--- src/common/pbch_pkg.sv ---
package pbch_pkg;

    // one OFDM symbol
    localparam int NFFT = 8;
    localparam int FFT_LEN = 2 ** NFFT;

    // PBCH DMRS sits on every fourth subcarrier
    localparam int PILOT_SPACING = 4;
    localparam int PILOTS_PER_SYM = FFT_LEN / PILOT_SPACING;
    localparam int PILOT_AW = $clog2(PILOTS_PER_SYM);
    localparam int OFFSET_W = $clog2(PILOT_SPACING);

    // candidate DMRS sequences, one per ibar_SSB value
    localparam int NUM_IBAR = 8;

    // length-31 Gold sequence of TS 38.211 5.2.1
    localparam int GOLD_N = 31;
    localparam int GOLD_SKIP = 1600;
    localparam logic [GOLD_N-1:0] X1_INIT = GOLD_N'(1);

    // cell ids go up to 1007
    localparam int NID_W = 10;

    // 64 pilots with two bits each give a range of +-128
    localparam int CORR_W = $clog2(2 * PILOTS_PER_SYM) + 2;

    typedef logic [$clog2(NUM_IBAR)-1:0] ibar_t;

    // bit 1 is c(2m), bit 0 is c(2m+1)
    typedef logic [1:0] pilot_t;

endpackage

--- src/dmrs_gen/dmrs_gen.sv ---
`timescale 1ns/1ns

module dmrs_gen (
    input  logic                             clk_i,
    input  logic                             reset_ni,
    input  logic [pbch_pkg::NID_W-1:0]       n_id_i,
    input  logic                             n_id_valid_i,
    output logic                             wr_en_o,
    output logic [pbch_pkg::PILOT_AW-1:0]    wr_addr_o,
    output logic                             wr_half_o,
    output logic [pbch_pkg::NUM_IBAR-1:0]    wr_bits_o,
    output logic [pbch_pkg::OFFSET_W-1:0]    pilot_offset_o,
    output logic                             dmrs_ready_o
);
    import pbch_pkg::*;

    typedef enum logic [1:0] {
        ST_IDLE,
        ST_LOAD,
        ST_SKIP,
        ST_FILL
    } state_t;

    state_t state;
    logic [$clog2(GOLD_SKIP)-1:0] cnt;
    logic [GOLD_N-1:0] x1;
    logic load;
    logic step;

    assign load = (state == ST_LOAD);
    assign step = (state == ST_SKIP) || (state == ST_FILL);

    // fill output n lands in pair n/2, even n in bit 1
    assign wr_en_o = (state == ST_FILL);
    assign wr_addr_o = cnt[PILOT_AW:1];
    assign wr_half_o = cnt[0];

    // x1 is common to all eight candidates
    always_ff @(posedge clk_i) begin
        if (!reset_ni || load) begin
            x1 <= X1_INIT;
        end else if (step) begin
            x1 <= {x1[3] ^ x1[0], x1[GOLD_N-1:1]};
        end
    end

    for (genvar g = 0; g < NUM_IBAR; g++) begin : g_gold
        gold_seq #(
            .IBAR(ibar_t'(g))
        ) gold_seq_i (
            .clk_i(clk_i),
            .reset_ni(reset_ni),
            .n_id_i(n_id_i),
            .n_id_valid_i(n_id_valid_i),
            .load_i(load),
            .step_i(step),
            .x1_bit_i(x1[0]),
            .c_bit_o(wr_bits_o[g])
        );
    end

    // a new cell id restarts generation from any state
    always_ff @(posedge clk_i) begin
        if (!reset_ni) begin
            state <= ST_IDLE;
            cnt <= '0;
            dmrs_ready_o <= 1'b0;
            pilot_offset_o <= '0;
        end else if (n_id_valid_i) begin
            state <= ST_LOAD;
            cnt <= '0;
            dmrs_ready_o <= 1'b0;
            pilot_offset_o <= n_id_i[OFFSET_W-1:0];
        end else begin
            case (state)
                ST_LOAD: state <= ST_SKIP;
                ST_SKIP: begin
                    if (cnt == GOLD_SKIP - 1) begin
                        cnt <= '0;
                        state <= ST_FILL;
                    end else begin
                        cnt <= cnt + 1'b1;
                    end
                end
                ST_FILL: begin
                    if (cnt == 2 * PILOTS_PER_SYM - 1) begin
                        cnt <= '0;
                        state <= ST_IDLE;
                        dmrs_ready_o <= 1'b1;
                    end else begin
                        cnt <= cnt + 1'b1;
                    end
                end
                default: state <= ST_IDLE;
            endcase
        end
    end

    // the table is never written while the detector may read it
    assert property (@(posedge clk_i) disable iff (!reset_ni)
        wr_en_o |-> !dmrs_ready_o);

    // ready comes right after the write of the last bit
    assert property (@(posedge clk_i) disable iff (!reset_ni)
        $rose(dmrs_ready_o) |->
            $past(wr_en_o && wr_half_o && (wr_addr_o == PILOT_AW'(PILOTS_PER_SYM - 1))));

endmodule

--- src/dmrs_gen/dmrs_table.sv ---
`timescale 1ns/1ns

module dmrs_table (
    input  logic                             clk_i,
    input  logic                             wr_en_i,
    input  logic [pbch_pkg::PILOT_AW-1:0]    wr_addr_i,
    input  logic                             wr_half_i,
    input  logic [pbch_pkg::NUM_IBAR-1:0]    wr_bits_i,
    input  logic [pbch_pkg::PILOT_AW-1:0]    rd_addr_i,
    output pbch_pkg::pilot_t                 rd_pairs_o [pbch_pkg::NUM_IBAR]
);
    import pbch_pkg::*;

    pilot_t mem [NUM_IBAR][PILOTS_PER_SYM];

    // one generator bit per write for every candidate
    always_ff @(posedge clk_i) begin
        if (wr_en_i) begin
            for (int i = 0; i < NUM_IBAR; i++) begin
                if (wr_half_i) begin
                    mem[i][wr_addr_i][0] <= wr_bits_i[i];
                end else begin
                    mem[i][wr_addr_i][1] <= wr_bits_i[i];
                end
            end
        end
    end

    // all eight candidates come back together
    always_ff @(posedge clk_i) begin
        for (int i = 0; i < NUM_IBAR; i++) begin
            rd_pairs_o[i] <= mem[i][rd_addr_i];
        end
    end

endmodule

--- src/hw/gold_seq.sv ---
`timescale 1ns/1ns

module gold_seq #(
    parameter pbch_pkg::ibar_t IBAR = '0
) (
    input  logic                          clk_i,
    input  logic                          reset_ni,
    input  logic [pbch_pkg::NID_W-1:0]    n_id_i,
    input  logic                          n_id_valid_i,
    input  logic                          load_i,
    input  logic                          step_i,
    input  logic                          x1_bit_i,
    output logic                          c_bit_o
);
    import pbch_pkg::*;

    localparam int unsigned IBAR_P1 = int'(IBAR) + 1;

    logic [GOLD_N-1:0] c_init;
    // x2[k] holds x2(n+k), so bit 0 is the current output
    logic [GOLD_N-1:0] x2;

    // c_init for PBCH DMRS, 38.211 7.4.1.4.1
    always_ff @(posedge clk_i) begin
        if (n_id_valid_i) begin
            c_init <= GOLD_N'(((IBAR_P1 * (n_id_i[NID_W-1:2] + 1)) << 11)
                              + (IBAR_P1 << 6) + n_id_i[1:0]);
        end
    end

    always_ff @(posedge clk_i) begin
        if (!reset_ni) begin
            x2 <= '0;
        end else if (load_i) begin
            x2 <= c_init;
        end else if (step_i) begin
            // x2(n+31) = x2(n+3) ^ x2(n+2) ^ x2(n+1) ^ x2(n)
            x2 <= {x2[3] ^ x2[2] ^ x2[1] ^ x2[0], x2[GOLD_N-1:1]};
        end
    end

    assign c_bit_o = x2[0] ^ x1_bit_i;

endmodule

--- src/hw/pbch_ibar_top.sv ---
`timescale 1ns/1ns

module pbch_ibar_top #(
    parameter int IN_DW = 32
) (
    input  logic                          clk_i,
    input  logic                          reset_ni,
    input  logic [pbch_pkg::NID_W-1:0]    n_id_i,
    input  logic                          n_id_valid_i,
    input  logic [IN_DW-1:0]              sample_i,
    input  logic                          sample_valid_i,
    input  logic                          pbch_start_i,
    output logic                          dmrs_ready_o,
    output pbch_pkg::ibar_t               ibar_o,
    output logic                          ibar_valid_o
);
    import pbch_pkg::*;

    logic wr_en;
    logic wr_half;
    logic [PILOT_AW-1:0] wr_addr;
    logic [PILOT_AW-1:0] rd_addr;
    logic [NUM_IBAR-1:0] wr_bits;
    logic [OFFSET_W-1:0] pilot_offset;
    logic dmrs_ready;
    logic corr_done;
    pilot_t rd_pairs [NUM_IBAR];
    logic signed [CORR_W-1:0] corr [NUM_IBAR];
    logic signed [CORR_W-1:0] corr_rot [NUM_IBAR];

    assign dmrs_ready_o = dmrs_ready;

    dmrs_gen dmrs_gen_i (
        .clk_i(clk_i),
        .reset_ni(reset_ni),
        .n_id_i(n_id_i),
        .n_id_valid_i(n_id_valid_i),
        .wr_en_o(wr_en),
        .wr_addr_o(wr_addr),
        .wr_half_o(wr_half),
        .wr_bits_o(wr_bits),
        .pilot_offset_o(pilot_offset),
        .dmrs_ready_o(dmrs_ready)
    );

    dmrs_table dmrs_table_i (
        .clk_i(clk_i),
        .wr_en_i(wr_en),
        .wr_addr_i(wr_addr),
        .wr_half_i(wr_half),
        .wr_bits_i(wr_bits),
        .rd_addr_i(rd_addr),
        .rd_pairs_o(rd_pairs)
    );

    pilot_corr #(
        .IN_DW(IN_DW)
    ) pilot_corr_i (
        .clk_i(clk_i),
        .reset_ni(reset_ni),
        .sample_i(sample_i),
        .sample_valid_i(sample_valid_i),
        .pbch_start_i(pbch_start_i),
        .dmrs_ready_i(dmrs_ready),
        .pilot_offset_i(pilot_offset),
        .rd_pairs_i(rd_pairs),
        .rd_addr_o(rd_addr),
        .corr_o(corr),
        .corr_rot_o(corr_rot),
        .corr_done_o(corr_done)
    );

    ibar_select ibar_select_i (
        .clk_i(clk_i),
        .reset_ni(reset_ni),
        .corr_done_i(corr_done),
        .corr_i(corr),
        .corr_rot_i(corr_rot),
        .ibar_o(ibar_o),
        .ibar_valid_o(ibar_valid_o)
    );

endmodule

--- src/ibar_det/ibar_select.sv ---
`timescale 1ns/1ns

module ibar_select (
    input  logic                                clk_i,
    input  logic                                reset_ni,
    input  logic                                corr_done_i,
    input  logic signed [pbch_pkg::CORR_W-1:0]  corr_i [pbch_pkg::NUM_IBAR],
    input  logic signed [pbch_pkg::CORR_W-1:0]  corr_rot_i [pbch_pkg::NUM_IBAR],
    output pbch_pkg::ibar_t                     ibar_o,
    output logic                                ibar_valid_o
);
    import pbch_pkg::*;

    localparam int MAG_W = CORR_W - 1;

    logic [MAG_W-1:0] score_q [NUM_IBAR];
    logic [MAG_W-1:0] best_q;
    ibar_t idx_q, best_idx_q, next_idx;
    logic busy_q, better;

    function automatic logic [MAG_W-1:0] mag(logic signed [CORR_W-1:0] v);
        logic signed [CORR_W-1:0] a;
        a = (v < 0) ? -v : v;
        return a[MAG_W-1:0];
    endfunction

    // snapshot the scores so the correlators may clear for the next symbol
    always_ff @(posedge clk_i) begin
        if (corr_done_i) begin
            for (int i = 0; i < NUM_IBAR; i++) begin
                score_q[i] <= (mag(corr_rot_i[i]) > mag(corr_i[i])) ?
                              mag(corr_rot_i[i]) : mag(corr_i[i]);
            end
        end
    end

    // strict compare keeps the lowest index on a tie
    assign better = score_q[idx_q] > best_q;
    assign next_idx = better ? idx_q : best_idx_q;

    always_ff @(posedge clk_i) begin
        if (!reset_ni) begin
            busy_q <= 1'b0;
            idx_q <= '0;
            best_q <= '0;
            best_idx_q <= '0;
            ibar_o <= '0;
            ibar_valid_o <= 1'b0;
        end else begin
            ibar_valid_o <= 1'b0;
            if (corr_done_i) begin
                busy_q <= 1'b1;
                idx_q <= '0;
                best_q <= '0;
                best_idx_q <= '0;
            end else if (busy_q) begin
                if (better) begin
                    best_q <= score_q[idx_q];
                end
                best_idx_q <= next_idx;
                idx_q <= idx_q + 1'b1;
                if (idx_q == ibar_t'(NUM_IBAR - 1)) begin
                    busy_q <= 1'b0;
                    ibar_o <= next_idx;
                    ibar_valid_o <= 1'b1;
                end
            end
        end
    end

    assert property (@(posedge clk_i) disable iff (!reset_ni)
        ibar_valid_o |=> !ibar_valid_o);

    // fixed latency from the end of correlation to the decision
    assert property (@(posedge clk_i) disable iff (!reset_ni)
        corr_done_i |-> ##(NUM_IBAR + 1) ibar_valid_o);

endmodule

--- src/ibar_det/pilot_corr.sv ---
`timescale 1ns/1ns

module pilot_corr #(
    parameter int IN_DW = 32
) (
    input  logic                                    clk_i,
    input  logic                                    reset_ni,
    input  logic [IN_DW-1:0]                        sample_i,
    input  logic                                    sample_valid_i,
    input  logic                                    pbch_start_i,
    input  logic                                    dmrs_ready_i,
    input  logic [pbch_pkg::OFFSET_W-1:0]           pilot_offset_i,
    input  pbch_pkg::pilot_t                        rd_pairs_i [pbch_pkg::NUM_IBAR],
    output logic [pbch_pkg::PILOT_AW-1:0]           rd_addr_o,
    output logic signed [pbch_pkg::CORR_W-1:0]      corr_o [pbch_pkg::NUM_IBAR],
    output logic signed [pbch_pkg::CORR_W-1:0]      corr_rot_o [pbch_pkg::NUM_IBAR],
    output logic                                    corr_done_o
);
    import pbch_pkg::*;

    localparam int HALF = IN_DW / 2;

    logic sym_open, last_q, pil_v;
    logic start_acc, take, is_pilot;
    logic [NFFT-1:0] sc_cnt, sc_idx;
    logic [OFFSET_W-1:0] offset_q, cur_offset, sc_rel;
    logic [PILOT_AW:0] pilot_cnt, pil_idx;
    logic re_neg, im_neg;
    pilot_t demod_q, demod_rot_q;

    // +1 per matching bit, -1 per differing bit
    function automatic logic signed [CORR_W-1:0] pair_score(pilot_t exp_p, pilot_t rx_p);
        logic [1:0] hit;
        hit = ~(exp_p ^ rx_p);
        case (hit)
            2'b11: return CORR_W'(2);
            2'b00: return -CORR_W'(2);
            default: return '0;
        endcase
    endfunction

    // the sample arriving with the start pulse is subcarrier 0
    // last_q keeps the final accumulation apart from the next clear
    assign start_acc = pbch_start_i && dmrs_ready_i && !sym_open && !last_q;
    assign take = sample_valid_i && (sym_open || start_acc);
    assign sc_idx = sym_open ? sc_cnt : '0;
    assign cur_offset = sym_open ? offset_q : pilot_offset_i;
    assign sc_rel = sc_idx[OFFSET_W-1:0] - cur_offset;
    assign is_pilot = (sc_rel == '0);

    assign pil_idx = start_acc ? '0 : pilot_cnt;
    assign rd_addr_o = pil_idx[PILOT_AW-1:0];

    assign re_neg = sample_i[HALF-1];
    assign im_neg = sample_i[IN_DW-1];

    always_ff @(posedge clk_i) begin
        if (!reset_ni) begin
            sym_open <= 1'b0;
            sc_cnt <= '0;
            pilot_cnt <= '0;
            offset_q <= '0;
            pil_v <= 1'b0;
            last_q <= 1'b0;
            corr_done_o <= 1'b0;
        end else begin
            pil_v <= take && is_pilot;
            last_q <= take && (sc_idx == NFFT'(FFT_LEN - 1));
            corr_done_o <= last_q;
            if (start_acc) begin
                sym_open <= 1'b1;
                offset_q <= pilot_offset_i;
                pilot_cnt <= '0;
                sc_cnt <= '0;
            end
            if (take) begin
                sc_cnt <= sc_idx + 1'b1;
                if (is_pilot) begin
                    pilot_cnt <= pil_idx + 1'b1;
                end
                if (sc_idx == NFFT'(FFT_LEN - 1)) begin
                    sym_open <= 1'b0;
                end
            end
        end
    end

    // hard BPSK decision, plain and turned by 90 degrees
    always_ff @(posedge clk_i) begin
        if (take) begin
            demod_q <= {re_neg, im_neg};
            demod_rot_q <= {~im_neg, re_neg};
        end
    end

    // table pairs arrive together with pil_v
    always_ff @(posedge clk_i) begin
        for (int i = 0; i < NUM_IBAR; i++) begin
            if (start_acc) begin
                corr_o[i] <= '0;
                corr_rot_o[i] <= '0;
            end else if (pil_v) begin
                corr_o[i] <= corr_o[i] + pair_score(rd_pairs_i[i], demod_q);
                corr_rot_o[i] <= corr_rot_o[i] + pair_score(rd_pairs_i[i], demod_rot_q);
            end
        end
    end

    // framing must never ask for more pilots than one symbol carries
    assert property (@(posedge clk_i) disable iff (!reset_ni)
        (take && is_pilot) |-> (pil_idx < PILOTS_PER_SYM));

endmodule

--- config.mk ---
export PLATFORM = sky130hd
export DESIGN_NAME = pbch_ibar_top
export DESIGN_NICKNAME = d
export VERILOG_FILES = /design/src/common/pbch_pkg.sv /design/src/dmrs_gen/dmrs_gen.sv /design/src/dmrs_gen/dmrs_table.sv /design/src/hw/gold_seq.sv /design/src/hw/pbch_ibar_top.sv /design/src/ibar_det/ibar_select.sv /design/src/ibar_det/pilot_corr.sv
export SDC_FILE = /design/constraint.sdc
export NUM_CORES = 2
export LEC_CHECK = 0
export BUFFER_PORTS_ARGS = -buffer_cell sky130_fd_sc_hd__clkbuf_2
export CAP_MARGIN = 10
export CORE_MARGIN = 4
export CORE_UTILIZATION = 34
export CTS_CLUSTER_DIAMETER = 200
export CTS_CLUSTER_SIZE = 8
export DETAILED_ROUTE_END_ITERATION = 8
export GPL_ROUTABILITY_DRIVEN = 0
export GPL_TIMING_DRIVEN = 0
export PLACE_DENSITY_LB_ADDON = 0.3
export SYNTH_ARGS = -nofsm -noshare
export SYNTH_HDL_FRONTEND = slang
export SYNTH_SLANG_ARGS = --single-unit
--- constraint.sdc ---
create_clock -name clk_i -period 4.9 [get_ports clk_i]
set_input_delay 0.49 -clock clk_i [delete_from_list [all_inputs] [get_ports clk_i]]
set_output_delay 0.49 -clock clk_i [all_outputs]
set_load 0.03 [all_outputs]
* Yosys cells after proc, flatten, opt, wreduce, memory -nomap -nowiden *
Memories as Yosys holds them, arrays and structs flattened. A register that Yosys moved wholly into a read port is not among the register bits.
Index checks and enable logic that the tools add are counted.

word-level totals
  bits in registers = 747
  memory bits (writable) = 1088
  input port bits = 47
  word-level logic and storage cells = 2484
  memories = 2

memory list
  name                   depth  bits a word  rd ports  clocked after Yosys merged registers in  write ports  RTL line           text
  dmrs_table_i.mem       8      128          8         0                                        8            dmrs_table.sv:14   pilot_t mem [NUM_IBAR][PILOTS_PER_SYM];
  ibar_select_i.score_q  8      8            1         1                                        8            ibar_select.sv:16  logic [MAG_W-1:0] score_q [NUM_IBAR];

operators by class
  $add $sub $neg = 54
  multiply operators = 4
  order comparisons = 28
  equal/unequal tests = 27
  multiplexer cells = 1172
  bitwise logic cells = 1095
  reductions and logical operators = 41

operators with widths
  kind                                                         count
  2-to-1 mux 1 bit                                             1039
  bitwise OR 1 bit                                             1024
  2-to-1 mux 31 bit                                            16
  2-to-1 mux 9 bit                                             32
  one-hot mux 9 bit (2 select lines)                           16
  2-to-1 mux 128 bit                                           2
  adder 31 x 2 -> 31 bit                                       8
  2-to-1 mux 8 bit                                             27
  adder 9 bit                                                  16
  less-than comparator 9 x 1 -> 1 bit (second input constant)  16
  negation 8 bit                                               16
  binary-select mux 2 bit (select 6 bit)                       8
  adder 31 x 9 -> 31 bit (second input constant)               3
  > comparator 8 bit                                           9
  2-to-1 mux 2 bit                                             20
  == test 2 bit (second input constant)                        18
  logical NOT 2 bit                                            17
  bitwise XOR 1 bit                                            33
  inverter 2 bit                                               16
  bitwise XOR 2 bit                                            16
  adder 31 x 8 -> 31 bit (second input constant)               1
  adder 23 x 10 -> 24 bit (second input constant)              1
  demux 2 bit (select 6 bit)                                   2
  multiplier 3 x 9 -> 12 bit (first input constant)            2
  34 further kinds                                             63

* Longest topological paths before layout *
  depth after elaboration = 8
  gate-level depth with buffers = 15
  depth with buffers taken out = 14

* Modules after synthesis *
From an unflattened synthesis, not the netlist that was laid out.

second synthesis, totals
  cell total of the unflattened synthesis = 5978
  area total of the unflattened synthesis = 78328.9 um^2

modules (own cells, without submodules)
  module                                       times used  cells an instance  area an instance (um^2)
  dmrs_table                                   1           1842               40119.7
  pilot_corr                                   1           1530               12035.3
  ibar_select                                  1           839                8026.4
  gold_seq at dmrs_gen_i.g_gold[2].gold_seq_i  1           278                2620.0
  gold_seq at dmrs_gen_i.g_gold[6].gold_seq_i  1           234                2426.1
  gold_seq at dmrs_gen_i.g_gold[5].gold_seq_i  1           223                2268.4
  gold_seq at dmrs_gen_i.g_gold[4].gold_seq_i  1           217                2252.2
  dmrs_gen                                     1           230                1953.1
  gold_seq at dmrs_gen_i.g_gold[0].gold_seq_i  1           146                1660.3
  gold_seq at dmrs_gen_i.g_gold[7].gold_seq_i  1           146                1659.1
  gold_seq at dmrs_gen_i.g_gold[3].gold_seq_i  1           146                1655.3
  gold_seq at dmrs_gen_i.g_gold[1].gold_seq_i  1           147                1652.8

* Worst setup path after synthesis *
OpenSTA, ideal clock, no wires.

  path kind = flip-flop to flip-flop
  from = reg dmrs_gen_i.x1[0]
  to = mem dmrs_table_i.mem[0][0] in the netlist's numbering (data pin)
  library setup time = 866 ps
  arrival time = 4090 ps
  data required time = 4034 ps
  slack = -56 ps
  cell stages (with the launch flop) = 3
  path buffers = 1
  cells stage by stage = dfxtp_1 clkbuf_1 xor2_1

RTL lines
  element                 RTL line          text
  start, declared         dmrs_gen.sv:26    logic [GOLD_N-1:0] x1;
  start signal, assigned  dmrs_gen.sv:43    x1 <= {x1[3] ^ x1[0], x1[GOLD_N-1:1]};
  end, declared           dmrs_table.sv:14

* Worst setup path in the final report *
  from = reg pilot_corr_i.pilot_cnt[0]
  to = reg dmrs_table_i.rd_pairs_o[1] in the netlist's numbering

between the ends
  word-level cells in the longest chain between the ends = 5

RTL lines
  element                                               RTL line          text
  start, declared                                       pilot_corr.sv:27  logic [PILOT_AW:0] pilot_cnt, pil_idx;
  start signal, assigned                                pilot_corr.sv:79  pilot_cnt <= pil_idx + 1'b1;
  2-to-1 mux 7 bit                                      pilot_corr.sv:51  assign pil_idx = start_acc ? '0 : pilot_cnt;
  inverter 6 -> 7 bit (not written as such)             dmrs_table.sv:32  rd_pairs_o[i] <= mem[i][rd_addr_i];
  binary-select mux 2 bit (select 6 bit)                dmrs_table.sv:32
  2-to-1 mux 2 bit (not written as such) (2 in series)  dmrs_table.sv:32
  end signal, assigned by index                         dmrs_table.sv:32
  end, declared                                         dmrs_table.sv:10  output pbch_pkg::pilot_t rd_pairs_o [pbch_pkg::NUM_IBAR]

No other way between the ends. The select of a mux whose other input is x is not followed.
A chain may end at the register's enable or synchronous reset.

==> metrics.md <==
| Metric | Value |
|---|---|
| Slew Limit Fails | 0 |
| Fmax | 0.231 GHz |
| Worst hold endpoint | dmrs_gen_i.g_gold[7].gold_seq_i.c_init[21] |
| Failing checks | capacitance limit |
| EDFF count, synth | 1124 |
| Final Cell Area | 84700 um2 |
| Highest routed metal layer | met5 |
| Worst skew pair latency | 0.87 ns |
| Setup crit end kind | register |
| RSZ-0062 raised after global routing | false |
| Tcrit/Tclk final | 88.2% |
| Via count | 52400 |
| Hold_sp | n_id_i[9] |
| # nets final | 7097 |
| Routed len/inst | 22.7 um |
| Outcome | finished with violations |
| Path type of the worst setup path | reg2reg |
| Syn Area/Cell | 11.4 um2 |
| Register-to-Register Path Depth | 8 |
| Drt drc | 0 |
| Die area | 225000 um2 |
| Final Hold Viols | 0 |
| Vias in the first global route | 50500 |
| First-pass GRT wire length | 325 mm |
| Most common cell after layout, fill and taps aside | edfxtp_1 |
| H-tree levels | 4 |
| FF-to-FF End | dmrs_table_i.rd_pairs_o[1] |
| Post-Synthesis Cells | 6494 |
| Endpoints failing setup | 0 |
| Worst Max-Slew Pin Slew | 1.43 ns |
| Max clock buf depth | 3 |
| Top Ports | 52 |
| DR iter-0 viols | 5301 |
| Grt ovf | 0 |
| Placed wire-length estimate | 155 mm |
| CORE AREA | 215000 um2 |
| Fin cells | 9696 |
| Synthesized flop and latch total | 1604 |
| Clock root buffer | clkbuf_16 |
| Leak Pwr | 28.7 nW |
| Max-Cap Viols | 1 |
| Reg-to-reg startpoint | pilot_corr_i.pilot_cnt[0] |
| Yosys cell types | 65 |
| Area after DPL | 78600 um2 |
| Share of layout cells above drive strength 1 | 7.15% |
| Flop2flop setup slack | 0.58 ns |
| CTS tree | yes |
| Cells after DPL | 9395 |
| Cell Area, Synth | 73800 um2 |
| Seq/Total Area, Yosys | 58.7% |
| Hold slack | 0.103 ns |
| Initial antenna violation count | 10 |
| Met3 WL | 16.4 mm |
| IO buf count | 21 |
| GRT Total Usage | 19.1% |
| Min-Delay Path Class | in2reg |
| Die X | 474 um |
| Met1 Wirelength | 96.1 mm |
| Data arrival time of the critical path | 5.03 ns |
| PwrDens | 370 nW/um2 |
| Clock skew | 0.0699 ns |
| Detail Route met2 WL | 98.8 mm |
| Setup repair bufs after CTS | 0 |
| Pre-antenna DRT Iters | 6 |
| Antenna Nets Post-Route | 0 |
| Top FF cell, synth | edfxtp_1 |
| Worst Path Required | 5.60 ns |
| Largest net degree at the start of global routing | 46 |
| Worst vdd ir | 371 uV |
| Area grow syn2layout | 14.7% |
| Period minus WS final | 4.32 ns |
| Total power | 31.3 mW |
| Ys Warns | 0 |
| Starting Density | 34.3% |
| Worst Path Max Fanout | 10 |
| CP Launch Type | register |
| Num CTS Buffers | 218 |
| Reg clk slew, reported paths | 0.06 ns |
| Routed WL | 220 mm |
| Syn_nets | 6806 |
| Die Y | 474 um |
| Post-synthesis async set-or-reset flop share | 0% |
| Site Rows | 170 |
| Slew Limit Headroom | 1.89% |
| Most frequent cells in the layout | edfxtp_1, nor2_1, a21oi_1 |
| Hold depth | 2 |
| Via-to-Cell Ratio | 5.40 |
| Final core utilization | 39.4% |
| Clock sink total | 1604 |
-- per-stage QoR --
stage	TNS (ns)	worst slack, ns
finish	0	0.577
global route	0	0.576
CTS	0	0.759
detailed placement	0	0.774
global placement	-6568.04	-6.68
floorplan	-57.34	-0.0560
-- how the worst max path moves through the flow --
stage / startpoint / endpoint / slack, ns / cells past startpoint
after global placement: dmrs_gen_i.x1[0] / dmrs_table_i.mem[0][341] / -6.68 / 2
after CTS: pilot_corr_i.demod_rot_q[0] / pilot_corr_i.corr_o[8] / 0.76 / 12
after detailed placement: pilot_corr_i.demod_rot_q[0] / pilot_corr_i.corr_rot_o[62] / 0.77 / 12
final: pilot_corr_i.pilot_cnt[0] / dmrs_table_i.rd_pairs_o[1] / 0.58 / 8
after floorplan: dmrs_gen_i.x1[0] / dmrs_table_i.mem[0][0] / -0.06 / 2
after global routing: pilot_corr_i.demod_rot_q[0] / pilot_corr_i.corr_o[8] / 0.58 / 12
-- registers in the layout, summed over array words and instances (netlist names), 2 cells and up, named ones only --
name / count
dmrs_gen_i.cnt: 11
dmrs_gen_i.g_gold.gold_seq_i.c_init: 41
dmrs_gen_i.g_gold.gold_seq_i.x2: 248
dmrs_gen_i.pilot_offset_o: 2
dmrs_gen_i.state: 2
dmrs_gen_i.x1: 31
dmrs_table_i.mem: 1024
dmrs_table_i.rd_pairs_o: 16
ibar_select_i.best_idx_q: 3
ibar_select_i.best_q: 7
ibar_select_i.ibar_o: 3
ibar_select_i.idx_q: 3
ibar_select_i.score_q: 56
pilot_corr_i.corr_o: 64
pilot_corr_i.corr_rot_o: 64
pilot_corr_i.demod_rot_q: 2
pilot_corr_i.offset_q: 2
pilot_corr_i.pilot_cnt: 6
pilot_corr_i.sc_cnt: 8
-- layout make-up --
type | instances | area, um2
diodes | 1 | 2.50
plain buffers | 424 | 1780
clock buffers | 277 | 5700
clock inverters | 15 | 347
fillers | 20600 | 131000
inverters | 150 | 563
multi-input cells | 4316 | 28300
flip-flops and latches | 1604 | 43400
well taps | 2838 | 3550
repair buffers | 71 | 1120
-- critical path: stages, from the launching register on --
cell,delay (ns)
dfxtp_1,0.32
buf_4,0.21
buf_2,0.41
buf_2,0.44
buf_2,0.49
a211oi_1,0.15
a2111oi_0,1.23
a22oi_1,0.51
nand3_1,0.38
-- synthesized netlist by cell type (5+ instances only) --
library cell     n  area share [%]
edfxtp_1      1124              46
nor2_1         961             4.9
a21oi_1        691             4.7
dfxtp_1        480              13
nand2_1        366             1.9
mux2i_1        346             4.7
clkbuf_1       306             1.6
ha_1           245             4.2
xnor2_1        165             2.0
inv_1          148            0.75
o21ai_0        139            0.94
nor3b_1        129             1.3
xor2_1         129             1.5
a211oi_1       121             1.2
o221ai_1        96             1.1
nand2b_1        95            0.80
nor2b_1         84            0.71
nand3_1         73            0.49
buf_2           71            0.48
o211ai_1        64            0.65
a22oi_1         57            0.58
mux2_2          57            0.87
a21o_1          51            0.52
nor3_1          43            0.29
and3_1          33            0.28
a2111oi_0       32            0.38
a22o_1          32            0.38
o31ai_1         32            0.33
buf_1           31            0.16
o22ai_1         25            0.21
o21ai_1         22            0.15
nand3b_1        21            0.21
fa_1            20            0.54
a31oi_1         19            0.16
or3_1           19            0.16
nand4_1         18            0.15
a2bb2oi_1       16            0.19
and3b_1         16            0.19
o2111ai_1       16            0.19
mux2_1          14            0.21
mux4_2          14            0.43
and2_1          11           0.093
buf_6           11            0.17
o21a_1           9           0.092
buf_4            5           0.051
-- kinds of logic (layout without fill, tap and decap cells) --
logic type / after synthesis / after routing / synth area share, %
XOR/XNOR: 295 / 295 / 3.51
multiplexers: 431 / 431 / 6.20
other: 0 / 1 / 0
AO/OA/AOI/OAI: 1430 / 1430 / 11.9
buffers and inverters: 574 / 937 / 3.18
adder cells (fa/ha/maj): 266 / 266 / 4.71
flip-flops: 1604 / 1604 / 58.7
AND/OR/NAND/NOR: 1894 / 1894 / 11.8
-- layer usage --
metal,vias to the layer above,track usage (%)
met1,25800,26.2
met4,2,7.01
met3,449,3.59
met5,-,0
met2,1998,30.1
li1,24100,-
-- repair_timing --
item,in CTS,in global routing
hold endpoints to repair,8,0
gates resized for setup,0,0
hold buffers,5,0
-- report_power, final --
part           switching (mW)  total [mW]  internal, mW  leakage, nW
Sequential              0.172        15.0          14.8         13.8
Clock                    5.79        13.9          8.07         2.91
Combinational            1.53        2.45         0.923         12.0
No activity file was read; power rests on OpenSTA's default activity.
